===== src/design/rvfi_check_pkg.sv =====
// Shared widths, causes, trace record structs and state/check enums for the RVFI checker

package rvfi_check_pkg;

  ////////////////////////////////////////
  // Widths and fixed causes
  ////////////////////////////////////////

  // Low bits of mcause that carry the exception code
  localparam int unsigned CAUSE_W = 6;

  // Debug cause field, as in dcsr.cause and rvfi_dbg
  localparam int unsigned DBG_W = 3;

  // Debug cause reported for a single-step entry
  localparam logic [DBG_W-1:0] DBG_CAUSE_STEP = 3'd4;

  // Outstanding dbg_ack counter saturates at 2**DBG_CNT_W - 1
  localparam int unsigned DBG_CNT_W = 2;

  ////////////////////////////////////////
  // Retirement records
  ////////////////////////////////////////

  // Trap information of one retired instruction
  typedef struct packed {
    logic               exception;
    logic               debug;
    logic [CAUSE_W-1:0] exception_cause;
    logic [DBG_W-1:0]   debug_cause;
  } rvfi_trap_t;

  // One RVFI retirement with the CSR fields the checks look at
  typedef struct packed {
    logic               valid;
    logic               intr;
    rvfi_trap_t         trap;
    // Zero unless this retirement is the first of a debug handler
    logic [DBG_W-1:0]   dbg;
    logic [CAUSE_W-1:0] mcause;
    logic [DBG_W-1:0]   dcsr_cause;
    logic               dcsr_step;
    logic               debug_mode;
  } rvfi_retire_t;

  // One flag per check; the spare bit is never set
  typedef struct packed {
    logic trap_intr;
    logic trap_mcause;
    logic step_dbg;
    logic trap_dbg;
    logic step_exc;
    logic irq_intr;
    logic dbg_orphan;
    logic spare;
  } check_viol_t;

  ////////////////////////////////////////
  // Enums
  ////////////////////////////////////////

  // Check identifiers; a lower value wins when several fail together
  typedef enum logic [2:0] {
    CHK_NONE        = 3'd0,
    CHK_TRAP_INTR   = 3'd1,
    CHK_TRAP_MCAUSE = 3'd2,
    CHK_STEP_DBG    = 3'd3,
    CHK_TRAP_DBG    = 3'd4,
    CHK_STEP_EXC    = 3'd5,
    CHK_IRQ_INTR    = 3'd6,
    CHK_DBG_ORPHAN  = 3'd7
  } check_id_e;

  // Monitor state
  typedef enum logic [1:0] {
    MON_OFF    = 2'd0,
    MON_ARMED  = 2'd1,
    MON_FAILED = 2'd2
  } mon_state_e;

endpackage


===== src/design/check_ctrl.sv =====
// Monitor FSM, sticky error flags and first-error capture of the RVFI checker

`timescale 1ns/1ps

module check_ctrl (
  input  logic                       clk_i,
  input  logic                       rst_ni,
  input  logic                       enable_i,
  input  logic                       clear_i,
  input  rvfi_check_pkg::check_viol_t viol_i,
  output logic                       flush_o,
  output rvfi_check_pkg::check_viol_t err_o,
  output rvfi_check_pkg::check_id_e   first_err_o,
  output logic                       fail_o
);

  import rvfi_check_pkg::*;

  mon_state_e  state_q, state_d;
  check_viol_t err_q, err_d;
  check_id_e   first_q, first_d;
  logic        any_viol;
  logic        active;

  // Highest-priority failing check, i.e. the lowest enum value
  function automatic check_id_e pick_first(input check_viol_t v);
    if (v.trap_intr)        return CHK_TRAP_INTR;
    else if (v.trap_mcause) return CHK_TRAP_MCAUSE;
    else if (v.step_dbg)    return CHK_STEP_DBG;
    else if (v.trap_dbg)    return CHK_TRAP_DBG;
    else if (v.step_exc)    return CHK_STEP_EXC;
    else if (v.irq_intr)    return CHK_IRQ_INTR;
    else if (v.dbg_orphan)  return CHK_DBG_ORPHAN;
    else                    return CHK_NONE;
  endfunction

  assign any_viol = |viol_i;

  // Violations only count while monitoring runs undisturbed this cycle
  assign active = enable_i && !clear_i && (state_q != MON_OFF);

  ////////////////////////////////////////
  // Next state
  ////////////////////////////////////////

  always_comb begin
    state_d = state_q;
    err_d   = err_q;
    first_d = first_q;

    if (clear_i) begin
      // Restart from a clean slate, armed only if still enabled
      state_d = enable_i ? MON_ARMED : MON_OFF;
      err_d   = '0;
      first_d = CHK_NONE;
    end else if (!enable_i) begin
      // Pausing keeps the gathered flags
      state_d = MON_OFF;
    end else begin
      unique case (state_q)
        MON_OFF: state_d = MON_ARMED;
        MON_ARMED: begin
          if (any_viol) begin
            state_d = MON_FAILED;
          end
        end
        MON_FAILED: state_d = MON_FAILED;
        default: state_d = MON_OFF;
      endcase
    end

    if (active) begin
      err_d = err_q | viol_i;
      // The first error is taken once and then held until a clear
      if (any_viol && (first_q == CHK_NONE)) begin
        first_d = pick_first(viol_i);
      end
    end
  end

  always_ff @(posedge clk_i or negedge rst_ni) begin
    if (!rst_ni) begin
      state_q <= MON_OFF;
      err_q   <= '0;
      first_q <= CHK_NONE;
    end else begin
      state_q <= state_d;
      err_q   <= err_d;
      first_q <= first_d;
    end
  end

  ////////////////////////////////////////
  // Outputs
  ////////////////////////////////////////

  // Checkers drop their records whenever monitoring is off or restarts
  assign flush_o     = (state_q == MON_OFF) || clear_i;
  assign err_o       = err_q;
  assign first_err_o = first_q;
  assign fail_o      = (state_q == MON_FAILED);

endmodule


===== config.mk =====
export PLATFORM = sky130hd
export DESIGN_NAME = check_ctrl
export DESIGN_NICKNAME = d
export VERILOG_FILES = /design/src/design/rvfi_check_pkg.sv /design/src/design/check_ctrl.sv
export SDC_FILE = /design/constraint.sdc
export NUM_CORES = 1
export LEC_CHECK = 0
export ABC_CLOCK_PERIOD_IN_PS = 1550
export BUFFER_PORTS_ARGS = -buffer_cell sky130_fd_sc_hd__buf_2
export CAP_MARGIN = 0
export CORE_AREA = 2 2 43 45
export DETAILED_ROUTE_END_ITERATION = 10
export DIE_AREA = 0 0 45 47
export PLACE_DENSITY = 0.79
export SYNTH_ARGS = -nofsm -noshare
export SYNTH_HDL_FRONTEND = slang
export SYNTH_SLANG_ARGS = --single-unit

===== constraint.sdc =====
create_clock -name clk_i -period 1.55 [get_ports clk_i]
set_clock_uncertainty 0.2 [all_clocks]
set_input_delay 0.155 -clock clk_i [delete_from_list [all_inputs] [get_ports clk_i]]
set_output_delay 0.155 -clock clk_i [all_outputs]
set_load 0.005 [all_outputs]

# Word-level counts from Yosys, hierarchy flattened
# Index checks and enable logic that the tools add are counted.
# op_classes
eq_ne,3
n_reduce_logical,10
n_bitwise,1
n_mux,17
# ops
cell,n
$mux 3,10
$mux 8,2
$or 8x8->8,1
$reduce_or 8->1,1
$mux 2,3
$pmux 2 s3,1
$ne 4x4->1 const B,1
$reduce_bool 2->1,2
$logic_and 1x1->1,3
$logic_not 3->1,1
$eq 2x1->1 const B,1
$eq 2x2->1 const B,1
$logic_not 2->1,1
$logic_not 1->1,1
$logic_or 1x1->1,1
$mux 1,1
# totals
wordCells,41
inputBits,12
reg_bits,13
out_inout_bits,13

# Longest topological paths before layout
# Gate-level depths: netlist of run 1.
# depth
ltp_word,9
ltp_mapped,6
mapped_depth_nobuf,5

# Worst setup path before layout of run 1
# No wires, ideal clock.
# synth_path
kind,reg2reg
start,register state_q[0]
end,"register first_q[1], in the netlist first_err_o[1]"
path_buffers,0
required_time_ps,1246
path_stages_with_launch,6
arrival_time_ps,1325
setup_time_ps,104
period_less_slack_ps,1629
slack_ps,-79
path_cell_list,dfrtp_1 -> inv_1 -> ha_1 -> nor4_1 -> nand3b_1 -> o41ai_2
# synth_via
elab_chain_cells,3
# synth_lines
element,line,source
from (decl),check_ctrl.sv:19,"mon_state_e state_q, state_d;"
from (signal assigned),check_ctrl.sv:87,state_q <= state_d;
$reduce_bool 2->1,check_ctrl.sv:40,assign active = enable_i && !clear_i && (state_q != MON_OFF);
$logic_and 1x1->1,check_ctrl.sv:40,
$mux 3,check_ctrl.sv:72,if (active) begin
via first_d[1],check_ctrl.sv:21,"check_id_e first_q, first_d;"
to (signal assigned),check_ctrl.sv:89,first_q <= first_d;
to (decl),check_ctrl.sv:21,
# The timed path passes the listed nets, and every way through them passes these cells.
# A chain may end at the register's enable or synchronous reset.

# Worst setup path after layout of run 1
# layout_path
start,register state_q[0]
end,output port flush_o
# layout_via
elab_chain_cells,2
# layout_lines
element,line,source
$logic_not 2->1,check_ctrl.sv:98,assign flush_o = (state_q == MON_OFF) || clear_i;
$logic_or 1x1->1,check_ctrl.sv:98,
to (decl),check_ctrl.sv:11,"output logic flush_o,"
# Every way passes these cells.

==> summary.txt, run 1 <==
Outcome
  – Status: finished with violations
  – Failing checks: negative setup slack

Synthesis
  – Top_reg_cell synth: dfrtp_1
  – FFs w/ async S/R, synth: 1.00
  – Synthesized area: 666 um^2
  – Yosys reg bits: 13
  – Post-Synth Adder-Cell Area: 0.0752
  – Sequential share of the synthesized area: 0.489
  – Yosys warns: 0
  – Count of flip-flops with a built-in enable after synthesis: 0
  – Main combinational cell family by area after synthesis: simple AND/OR/NAND/NOR gates
  – Post-Syn Instances: 65
  – Compound-Gate Fraction of Synth Area: 0.150
  – Synth Net Count: 81
  – Avg Cell Area, Syn: 10.2 um^2
  – Synth unique cells: 25
  – Mux contribution to synthesized area: 0.0150
  – Synth Area in Simple Gates: 0.226
  – Post-Synth XOR/XNOR Area: 0

Floorplanning
  – Starting density of the core: 0.403
  – Core footprint: 1650 um^2
  – Core Rows: 15
  – I/O pins: 25
  – Die area: 2120 um^2
  – Die Span Y: 47 um
  – Die width: 45 um

Critical path
  – WP data required: 1.19 ns
  – CP max FO: 3
  – Setup crit end kind: output port
  – CP arrival: 1.22 ns
  – R2R depth: 5
  – Reg2reg start: state_q[0]$_DFFE_PN0P_
  – R2R Setup Slk: 0.01 ns
  – Critical path class: flip-flop to output port
  – Worst Setup Start Kind: flip-flop
  – R2r endpoint: first_err_o[1]$_DFF_PN0_

Layout
  – Layout Nets: 120
  – Final Cell Area: 1030 um^2
  – Diodes inserted: 0
  – Non-Filler Instances: 120
  – Share of cells above drive strength 1: 0.437
  – Area Overhead vs Synth: 54.1%

Route
  – DR WL/cell: 14.3 um
  – Via density: 5.29
  – Via count: 635
  – WL final: 1710 um
  – Routed Antenna Nets: 0
  – DRT Pass-1 Iters: 4
  – First DRT Iteration DRCs: 4
  – DRC violations left: 0

Global routing
  – Total gr overflow: 0
  – Tot GR Track Use: 0.164
  – Vias in the first global route: 572
  – Initial antenna violation count: 0
  – First-pass GRT wire length: 2460 um
  – Largest net degree at the start of global routing: 17

CTS
  – Root buf cell: clkbuf_4
  – H-tree Lvls: 1
  – Clock slew at reported path FFs: 0.08 ns
  – CTS tree: built
  – Clock sink count: 13
  – Clk Latency, worst-skew pair: 0.27 ns
  – CTS Buf Count: 3
  – Clk buf depth: 2

Hold path
  – Hold Path Stages: 3
  – Hold EP: err_o[7]$_DFFE_PN0P_
  – HP Start: viol_i[7]
  – Worst Hold Class: input port to flip-flop

Timing
  – RSZ-0062 raised after global routing: true
  – Max Fclk: 636 MHz
  – Final setup fails: 1
  – Crit path time final: 1.57 ns
  – Fin crit share: 1.02
  – Fin. Hold Viols: 0
  – Worst setup margin: -0.0233 ns
  – Worst-margin pin slew: 0.393 ns
  – Setup tns final: -0.0233 ns
  – Slew margin rel.: 0.736
  – Slew Viols, Final: 0

Placement
  – Port bufs: 24
  – DP Area: 830 um^2
  – Routability Congestion: 0.766
  – DP Wirelength: 1150 um
  – Placed insts: 108
  – Pre-CTS setup slack: -0.0559 ns

Power and ir drop
  – Lkg Pwr: 0.000504 uW
  – Power per Cell Area: 748 nW/um^2
  – Peak VDD IR: 374 uV

Flow run
  – Max cap viols: 0
[layout make-up]
class	count	area, um^2
fill	128	626
multi-input combinational	44	379
sequential	13	325
timing repair buffer	36	251
clock buffer	4	26.3
inverter	6	22.5
tap	17	21.3
[worst max-delay path by stage]
stage                                          end                   start  slack, ns  depth (start not counted)
after floorplan           first_err_o[1]$_DFF_PN0_  state_q[0]$_DFFE_PN0P_       0.03                          5
after global placement    first_err_o[1]$_DFF_PN0_  state_q[0]$_DFFE_PN0P_       0.01                          5
after detailed placement  first_err_o[1]$_DFF_PN0_  state_q[0]$_DFFE_PN0P_      -0.06                          5
after CTS                                  flush_o  state_q[0]$_DFFE_PN0P_     0.0003                          4
after global routing      first_err_o[1]$_DFF_PN0_  state_q[0]$_DFFE_PN0P_      -0.08                          5
final                                      flush_o  state_q[0]$_DFFE_PN0P_      -0.02                          4
[metal layers]
metal  share of wire  up-vias  GRT usage  wire length, um
li1                -      303          -                -
met1            0.43      305      0.188              736
met2            0.50       23      0.294              857
met3           0.046        4     0.0308               78
met4           0.023        0     0.0765               39
met5               0        -          0                0
[registers in the layout, indices dropped and copies added, names as in the netlist]
signal,cells
state_q,2
first_err_o,3
err_o,8
[power by group]
part | total (uW) | switching (uW) | internal [uW]
logic | 184 | 91.0 | 92.6
clock network | 212 | 112 | 99.8
registers | 371 | 13.2 | 358
total | 767 | 217 | 551
[synth_stat cells, types with 2 or more instances]
cell type | number | area [um^2]
nor3_1 | 2 | 10.0
a21oi_1 | 10 | 50.1
ha_1 | 4 | 50.1
clkbuf_1 | 2 | 7.51
dfrtp_1 | 13 | 325
nor2_1 | 10 | 37.5
inv_1 | 6 | 22.5
[cells in the final DEF, fill, tap and decap left out, types with 2 or more instances in the layout]
cell type,netlist,routed
dfrtp_1,13,13
clkbuf_4,0,3
nor3_1,2,2
a21oi_1,10,10
nor2_1,10,10
buf_4,0,4
buf_6,0,3
dlygate4sd3_1,0,7
inv_1,6,4
ha_4,0,3
inv_2,0,2
buf_2,0,21
nor4_2,1,2
[timing repair]
action | 4_1_cts | 5_1_grt
endpoints found under the setup margin | 11 | 14
buffers inserted | 2 | 1
endpoints found under the hold margin | 21 | 0
resized for setup | 9 | 10
hold buffers | 8 | 0
pin swaps | 2 | 8
[through the flow]
stage	hold slack, ns	total power [uW]	utilization
6_report	0.0170	767	0.621
5_1_grt	0.0424	810	0.621
4_1_cts	0.00203	755	0.598
3_5_place_dp	-0.150	514	0.502
3_3_place_gp	-0.150	507	0.502
2_1_floorplan	-0.341	437	-
[worst max-delay path, stage by stage (launching register included)]
cell and delay, ns:
dfrtp_1 0.38, inv_2 0.07, ha_4 0.16, or2_4 0.22, buf_6 0.11
[cell families (layout without fill, tap and decap cells)]
group | Yosys count | count (layout)
AND/OR/NAND/NOR | 24 | 24
AO/OA/AOI/OAI | 15 | 15
flip-flops | 13 | 13
buffers and inverters | 8 | 46
adder cells (fa/ha/maj) | 4 | 4
multiplexers | 1 | 1
Note: power is estimated with default switching activity, not from simulation.
==> inputs of run 2 (changes only) <==
--- a/config.mk
+++ b/config.mk
@@ -8,10 +8,11 @@
 export ABC_CLOCK_PERIOD_IN_PS = 1550
 export BUFFER_PORTS_ARGS = -buffer_cell sky130_fd_sc_hd__buf_2
 export CAP_MARGIN = 0
-export CORE_AREA = 2 2 43 45
+export CORE_AREA = 2 2 55 57
 export DETAILED_ROUTE_END_ITERATION = 10
-export DIE_AREA = 0 0 45 47
-export PLACE_DENSITY = 0.79
+export DIE_AREA = 0 0 57 59
+export PLACE_DENSITY = 0.55
+export SKIP_LAST_GASP = 1
 export SYNTH_ARGS = -nofsm -noshare
 export SYNTH_HDL_FRONTEND = slang
 export SYNTH_SLANG_ARGS = --single-unit
==> run 2 against run 1 <==
Net effect:
- the flow still finishes with violations (negative setup slack)
- worst hold slack worse by 0.012 ns
- utilization fell by 26 points
- clock power is essentially flat
- register-to-register slack hardly changed
- wire length increased by 11%
- highest routed layer unchanged
==> summary.txt, run 2 (synthesized netlist as in run 1, its figures left out) <==
Outcome
  – Status: finished with violations (unchanged)
  – Failing checks: negative setup slack (unchanged)

Floorplanning
  – Core footprint: 2710 um^2 (was 1650 um^2)
  – Core Rows: 19 (was 15)
  – Die Span Y: 59 um (was 47 um)
  – Die width: 57 um (was 45 um)
  – I/O pins: 25 (unchanged)
  – Die area: 3360 um^2 (was 2120 um^2)
  – Starting density of the core: 0.246 (was 0.403)

Power and ir drop
  – Int Pwr: 540 uW (was 551 uW)
  – Peak VDD IR: 355 uV (was 374 uV)
  – Net Sw Frac: 0.284 (was 0.282)
  – Combinational fraction of design power: 0.223 (was 0.239)
  – Net Switching: 215 uW (was 217 uW)
  – Clock share of power: 0.284 (was 0.276)
  – Power per Cell Area: 774 nW/um^2 (was 748 nW/um^2)
  – Total Power: 755 uW (was 767 uW)
  – Sequential share of power: 0.492 (was 0.484)
  – Lkg Pwr: 0.000485 uW (was 0.000504 uW)

Global routing
  – Tot GR Track Use: 0.125 (was 0.164)
  – Vias in the first global route: 691 (was 572)
  – Total gr overflow: 0 (unchanged)
  – First-pass GRT wire length: 3200 um (was 2460 um)
  – Initial antenna violation count: 0 (unchanged)
  – Largest net degree at the start of global routing: 17 (unchanged)

Route
  – Routed Antenna Nets: 0 (unchanged)
  – Via count: 629 (was 635)
  – First DRT Iteration DRCs: 4 (unchanged)
  – WL final: 1900 um (was 1710 um)
  – DRC violations left: 0 (unchanged)
  – DRT Pass-1 Iters: 4 (unchanged)
  – DR WL/cell: 14.3 um (about the same)
  – Via density: 4.73 (was 5.29)

Placement
  – DP Wirelength: 1240 um (was 1150 um)
  – Placed insts: 122 (was 108)
  – Routability Congestion: 0.736 (was 0.766)
  – Port bufs: 24 (unchanged)

Timing
  – Slew Viols, Final: 0 (unchanged)
  – Fin crit share: 1.02 (about the same)
  – Fin. Hold Viols: 0 (unchanged)
  – RSZ-0062 raised after global routing: true (unchanged)
  – Crit path time final: 1.58 ns (was 1.57 ns)
  – Final setup fails: 2 (was 1)
  – Slew margin rel.: 0.767 (was 0.736)
  – Worst setup margin: -0.0346 ns (was -0.0233 ns)
  – Worst-margin pin slew: 0.347 ns (was 0.393 ns)
  – Max Fclk: 631 MHz (was 636 MHz)
  – Hold slack: 0.00469 ns (was 0.0170 ns)

Critical path
  – CP max FO: 3 (unchanged)
  – Worst Setup Start Kind: flip-flop (unchanged)
  – Setup crit end kind: output port (unchanged)
  – Critical path class: flip-flop to output port (unchanged)
  – WP data required: 1.19 ns (about the same)
  – CP arrival: 1.23 ns (was 1.22 ns)

Flow run
  – Max cap viols: 0 (unchanged)

Layout
  – Share of cells above drive strength 1: 0.441 (was 0.437)
  – Diodes inserted: 0 (unchanged)
  – Commonest non-fill, non-tap cell in the layout: buf_2 (unchanged)
  – Number of flip-flops in the largest register: 8 (unchanged)
  – Non-Filler Instances: 133 (was 120)
  – # fillers: 281 (was 128)
  – Most frequent cells in the layout: 23 x buf_2, 13 x dfrtp_1, 10 x nor2_1, 10 x a21oi_1, 6 x buf_4 (was 21 x buf_2, 13 x dfrtp_1, 10 x nor2_1, 10 x a21oi_1, 7 x dlygate4sd3_1)
  – Layout Nets: 119 (was 120)
  – Area Overhead vs Synth: 46.6% (was 54.1%)

CTS
  – CTS tree: built (unchanged)
  – Root buf cell: clkbuf_4 (unchanged)
  – Clock sink count: 13 (unchanged)
  – CTS Buf Count: 3 (unchanged)
  – Clk Latency, worst-skew pair: 0.27 ns (about the same)
  – Clock slew at reported path FFs: 0.09 ns (was 0.08 ns)
  – Clk buf depth: 2 (unchanged)
  – H-tree Lvls: 1 (unchanged)

Hold path
  – Worst Hold Class: input port to flip-flop (unchanged)
[run 2: worst paths after layout]
kind / from / endpoint / slack (ns) / cells past startpoint
setup / recovery: state_q[1]$_DFFE_PN0P_ / flush_o / -0.03 / 4
max in group asynchronous: rst_ni / err_o[2]$_DFFE_PN0P_ / 0.82 / 2
hold reg to reg: err_o[0]$_DFFE_PN0P_ / err_o[0]$_DFFE_PN0P_ / 0.30 / 2
hold / removal: viol_i[3] / err_o[3]$_DFFE_PN0P_ / 0.005 / 3
setup reg to reg: state_q[1]$_DFFE_PN0P_ / first_err_o[1]$_DFF_PN0_ / 0.02 / 5
min in group asynchronous: rst_ni / state_q[1]$_DFFE_PN0P_ / 0.09 / 2
[run 2: area by class of cell]
type                       instances  area, um^2  share of cell area
clock buffer                       4        26.3              0.0269
inverter                           6        22.5              0.0231
multi-input combinational         44         342               0.350
sequential                        13         325               0.333
tap                               31        38.8              0.0397
timing repair buffer              35         221               0.227
[run 2: power groups by stage]
stage               Sequential, uW  Clock [uW]  Combinational [uW]
finish                         372         214                 169
global route                   374         239                 188
CTS                            370         220                 158
detailed placement             377           0                 137
global placement               377           0                 135
floorplan                      378           0                59.5
[run 2: metrics by stage]
stage / utilization / setup TNS (ns) / cell area, um^2 / setup slack, ns
global route: 0.360 / -0.259 / 976 / -0.0739
detailed placement: 0.313 / -0.0703 / 847 / -0.0224
finish: 0.360 / -0.0633 / 976 / -0.0346
CTS: 0.353 / -0.0182 / 956 / -0.0142
global placement: 0.313 / 0 / 847 / 0.0207
floorplan: - / 0 / 666 / 0.0250
[run 2: critical path, stage by stage (launching register included)]
cell and delay (ns):
dfrtp_1 0.38, inv_2 0.07, ha_4 0.17, or2_4 0.22, buf_6 0.11
[run 2: timing repair]
item / 4_1_cts / 5_1_grt
pin swaps: 3 / 3
gates resized for setup: 6 / 3
hold buffers: 5 / 0
endpoints found under the hold margin: 17 / 0
buffers inserted: 2 / 0
endpoints found under the setup margin: 11 / 7
[run 2: routing by layer]
metal	global-route usage	part of all wire	vias up	wire, um
met5	0	0	-	0
met4	0.0698	0.014	0	27
met3	0.0284	0.061	2	116
met2	0.223	0.50	19	946
met1	0.138	0.43	306	809
li1	-	-	302	-
==> inputs of run 3 (changes only) <==
--- a/config.mk
+++ b/config.mk
@@ -8,10 +8,12 @@
 export ABC_CLOCK_PERIOD_IN_PS = 1550
 export BUFFER_PORTS_ARGS = -buffer_cell sky130_fd_sc_hd__buf_2
 export CAP_MARGIN = 0
+export CELL_PAD_IN_SITES_DETAIL_PLACEMENT = 1
+export CELL_PAD_IN_SITES_GLOBAL_PLACEMENT = 1
 export CORE_AREA = 2 2 55 57
 export DETAILED_ROUTE_END_ITERATION = 10
 export DIE_AREA = 0 0 57 59
-export PLACE_DENSITY = 0.55
+export PLACE_DENSITY = 0.67
 export SKIP_LAST_GASP = 1
 export SYNTH_ARGS = -nofsm -noshare
 export SYNTH_HDL_FRONTEND = slang
==> run 3 against run 2 <==
Net effect:
- the run ends with negative hold slack, negative setup slack left
- critical path depth unchanged
- via count up 1.1%
- wire length up 6.0%
- first-iteration DRC count down 75%
- critical endpoint unchanged
- combinational power up 6%
- die area unchanged
- final cell count unchanged
- non-clock buffer count unchanged
- utilization up 1.6 points
- worst setup slack better by 0.011 ns
==> summary.txt, run 3 (synthesized netlist as in run 1, its figures left out) <==
Route
  – Routed Antenna Nets: 0 (unchanged)
  – Via count: 636 (was 629)
  – WL final: 2010 um (was 1900 um)
  – DR WL/cell: 15.1 um (was 14.3 um)
  – First DRT Iteration DRCs: 1 (was 4)
  – Via density: 4.78 (was 4.73)
  – DRC violations left: 0 (unchanged)
  – DRT Pass-1 Iters: 4 (unchanged)

Placement
  – DP Area: 847 um^2 (unchanged)
  – Routability Congestion: 0.695 (was 0.736)
  – Placed insts: 122 (unchanged)
  – DP Wirelength: 1380 um (was 1240 um)
  – Port bufs: 24 (unchanged)

Global routing
  – Vias in the first global route: 680 (was 691)
  – Tot GR Track Use: 0.135 (was 0.125)
  – Total gr overflow: 0 (unchanged)
  – First-pass GRT wire length: 3360 um (was 3200 um)
  – Largest net degree at the start of global routing: 17 (unchanged)
  – Initial antenna violation count: 0 (unchanged)

Floorplanning
  – Die area: 3360 um^2 (unchanged)
  – Die Span Y: 59 um (unchanged)
  – Starting density of the core: 0.246 (unchanged)
  – Die width: 57 um (unchanged)
  – I/O pins: 25 (unchanged)
  – Core Rows: 19 (unchanged)
  – Core footprint: 2710 um^2 (unchanged)

Critical path
  – Critical path class: flip-flop to output port (unchanged)
  – WP data required: 1.19 ns (about the same)
  – Worst Setup Start Kind: flip-flop (unchanged)
  – Critical path's slowest cell: dfrtp_1 (unchanged)
  – R2r endpoint: first_err_o[1]$_DFF_PN0_ (unchanged)
  – Crit-path max cell delay: 0.37 ns (was 0.38 ns)
  – R2R depth: 5 (unchanged)
  – Critical Path, Cell by Cell: inv_2 > ha_4 > or2_4 > buf_6 (unchanged)
  – R2R Setup Slk: 0.02 ns (about the same)
  – Kind of cell adding the most delay to the critical path: flip-flops (unchanged)
  – Setup crit end kind: output port (unchanged)
  – CP arrival: 1.22 ns (was 1.23 ns)
  – Buf/Inv on CP: 2 (unchanged)
  – Reg2reg start: state_q[0]$_DFFE_PN0P_ (was state_q[1]$_DFFE_PN0P_)
  – CP max FO: 3 (unchanged)

Layout
  – Layout Utilization: 0.376 (was 0.360)
  – Area Overhead vs Synth: 53.0% (was 46.6%)
  – Reg area: 325 um^2 (unchanged)
  – Share of cells above drive strength 1: 0.461 (was 0.441)
  – Non-Filler Instances: 133 (unchanged)
  – Diodes inserted: 0 (unchanged)
  – # fillers: 334 (was 281)
  – Commonest non-fill, non-tap cell in the layout: buf_2 (unchanged)
  – Multi-input gate area: 370 um^2 (was 342 um^2)
  – Layout Nets: 119 (unchanged)
  – Most frequent cells in the layout: 21 x buf_2, 13 x dfrtp_1, 10 x nor2_1, 10 x a21oi_1, 6 x buf_4 (was 23 x buf_2, 13 x dfrtp_1, 10 x nor2_1, 10 x a21oi_1, 6 x buf_4)
  – Number of flip-flops in the largest register: 8 (unchanged)
  – Final Cell Area: 1020 um^2 (was 976 um^2)

Timing
  – Slew margin rel.: 0.755 (was 0.767)
  – Final setup fails: 1 (was 2)
  – Max Fclk: 636 MHz (was 631 MHz)
  – Fin crit share: 1.02 (about the same)
  – RSZ-0062 raised after global routing: true (unchanged)
  – Slew Viols, Final: 0 (unchanged)
  – Hold slack: -0.0000450 ns (was 0.00469 ns)
  – Worst setup margin: -0.0234 ns (was -0.0346 ns)
  – Worst-margin pin slew: 0.366 ns (was 0.347 ns)
  – Fin. Hold Viols: 1 (was 0)
  – Crit path time final: 1.57 ns (was 1.58 ns)

Hold path
  – Hold EP: err_o[3]$_DFFE_PN0P_ (unchanged)
  – Hold Path Stages: 3 (unchanged)
  – Worst Hold Class: input port to flip-flop (unchanged)
  – HP Start: viol_i[3] (unchanged)

CTS
  – Clock slew at reported path FFs: 0.08 ns (was 0.09 ns)
  – H-tree Lvls: 1 (unchanged)
  – CTS tree: built (unchanged)
  – Clk buf depth: 2 (unchanged)
  – Root buf cell: clkbuf_4 (unchanged)
  – Clock sink count: 13 (unchanged)
  – Clk Latency, worst-skew pair: 0.28 ns (was 0.27 ns)
  – CTS Buf Count: 3 (unchanged)

Power and ir drop
  – Power per Cell Area: 751 nW/um^2 (was 774 nW/um^2)
  – Total Power: 765 uW (was 755 uW)
  – Peak VDD IR: 369 uV (was 355 uV)
  – Lkg Pwr: 0.000498 uW (was 0.000485 uW)

Outcome
  – Failing checks: negative hold slack, negative setup slack (was negative setup slack)
  – Status: finished with violations (unchanged)

Flow run
  – Max cap viols: 0 (unchanged)
run 3: stage by stage:
step,setup TNS (ns),setup slack [ns]
final,-0.0234,-0.0234
after global routing,-0.453,-0.109
after CTS,-0.118,-0.0336
after detailed placement,-0.432,-0.0673
after global placement,0,0.00625
after floorplan,0,0.0250
run 3: worst reg2reg max path, cell delays in order (launching register included):
cell      delay (ns)
dfrtp_1         0.37
inv_2           0.06
ha_4            0.16
nor4_2          0.13
nand3b_1        0.18
o41ai_2         0.34
run 3: worst max-delay path by stage:
| stage | endpoint | cells past startpoint | start |
|---|---|---|---|
| global route | flush_o | 4 | state_q[1]$_DFFE_PN0P_ |
| global placement | first_err_o[1]$_DFF_PN0_ | 5 | state_q[0]$_DFFE_PN0P_ |
| finish | flush_o | 4 | state_q[0]$_DFFE_PN0P_ |
| floorplan | first_err_o[1]$_DFF_PN0_ | 5 | state_q[0]$_DFFE_PN0P_ |
| detailed placement | err_o[6]$_DFFE_PN0P_ | 5 | state_q[0]$_DFFE_PN0P_ |
| CTS | first_err_o[1]$_DFF_PN0_ | 5 | state_q[1]$_DFFE_PN0P_ |
run 3: what timing repair did:
action / in CTS / in global routing
endpoints found under the hold margin: 19 / 0
cloned: 0 / 0
hold buffers: 6 / 0
pin swaps: 3 / 6
endpoints found under the setup margin: 11 / 14
resized for setup: 7 / 9
setup buffers: 2 / 0
run 3: final cells by class:
class,count,share of cell area
Multi-Input combinational cell,44,0.364
Sequential cell,13,0.319
Timing Repair Buffer,35,0.231
Tap cell,31,0.0381
Clock buffer,4,0.0258
Inverter,6,0.0221
run 3: power by group:
part / leakage (uW) / total (uW) / switching [uW] / internal (uW)
logic: 0.000308 / 179 / 91.2 / 87.5
registers: 0.000175 / 372 / 13.7 / 358
clock network: 0.0000150 / 214 / 115 / 99.8
run 3: layer usage:
layer,GRT usage,vias to the layer above,share of wire
li1,-,304,-
met3,0.0349,2,0.045
met5,0,-,0
met2,0.236,18,0.52
met1,0.164,312,0.42
met4,0.0399,0,0.013
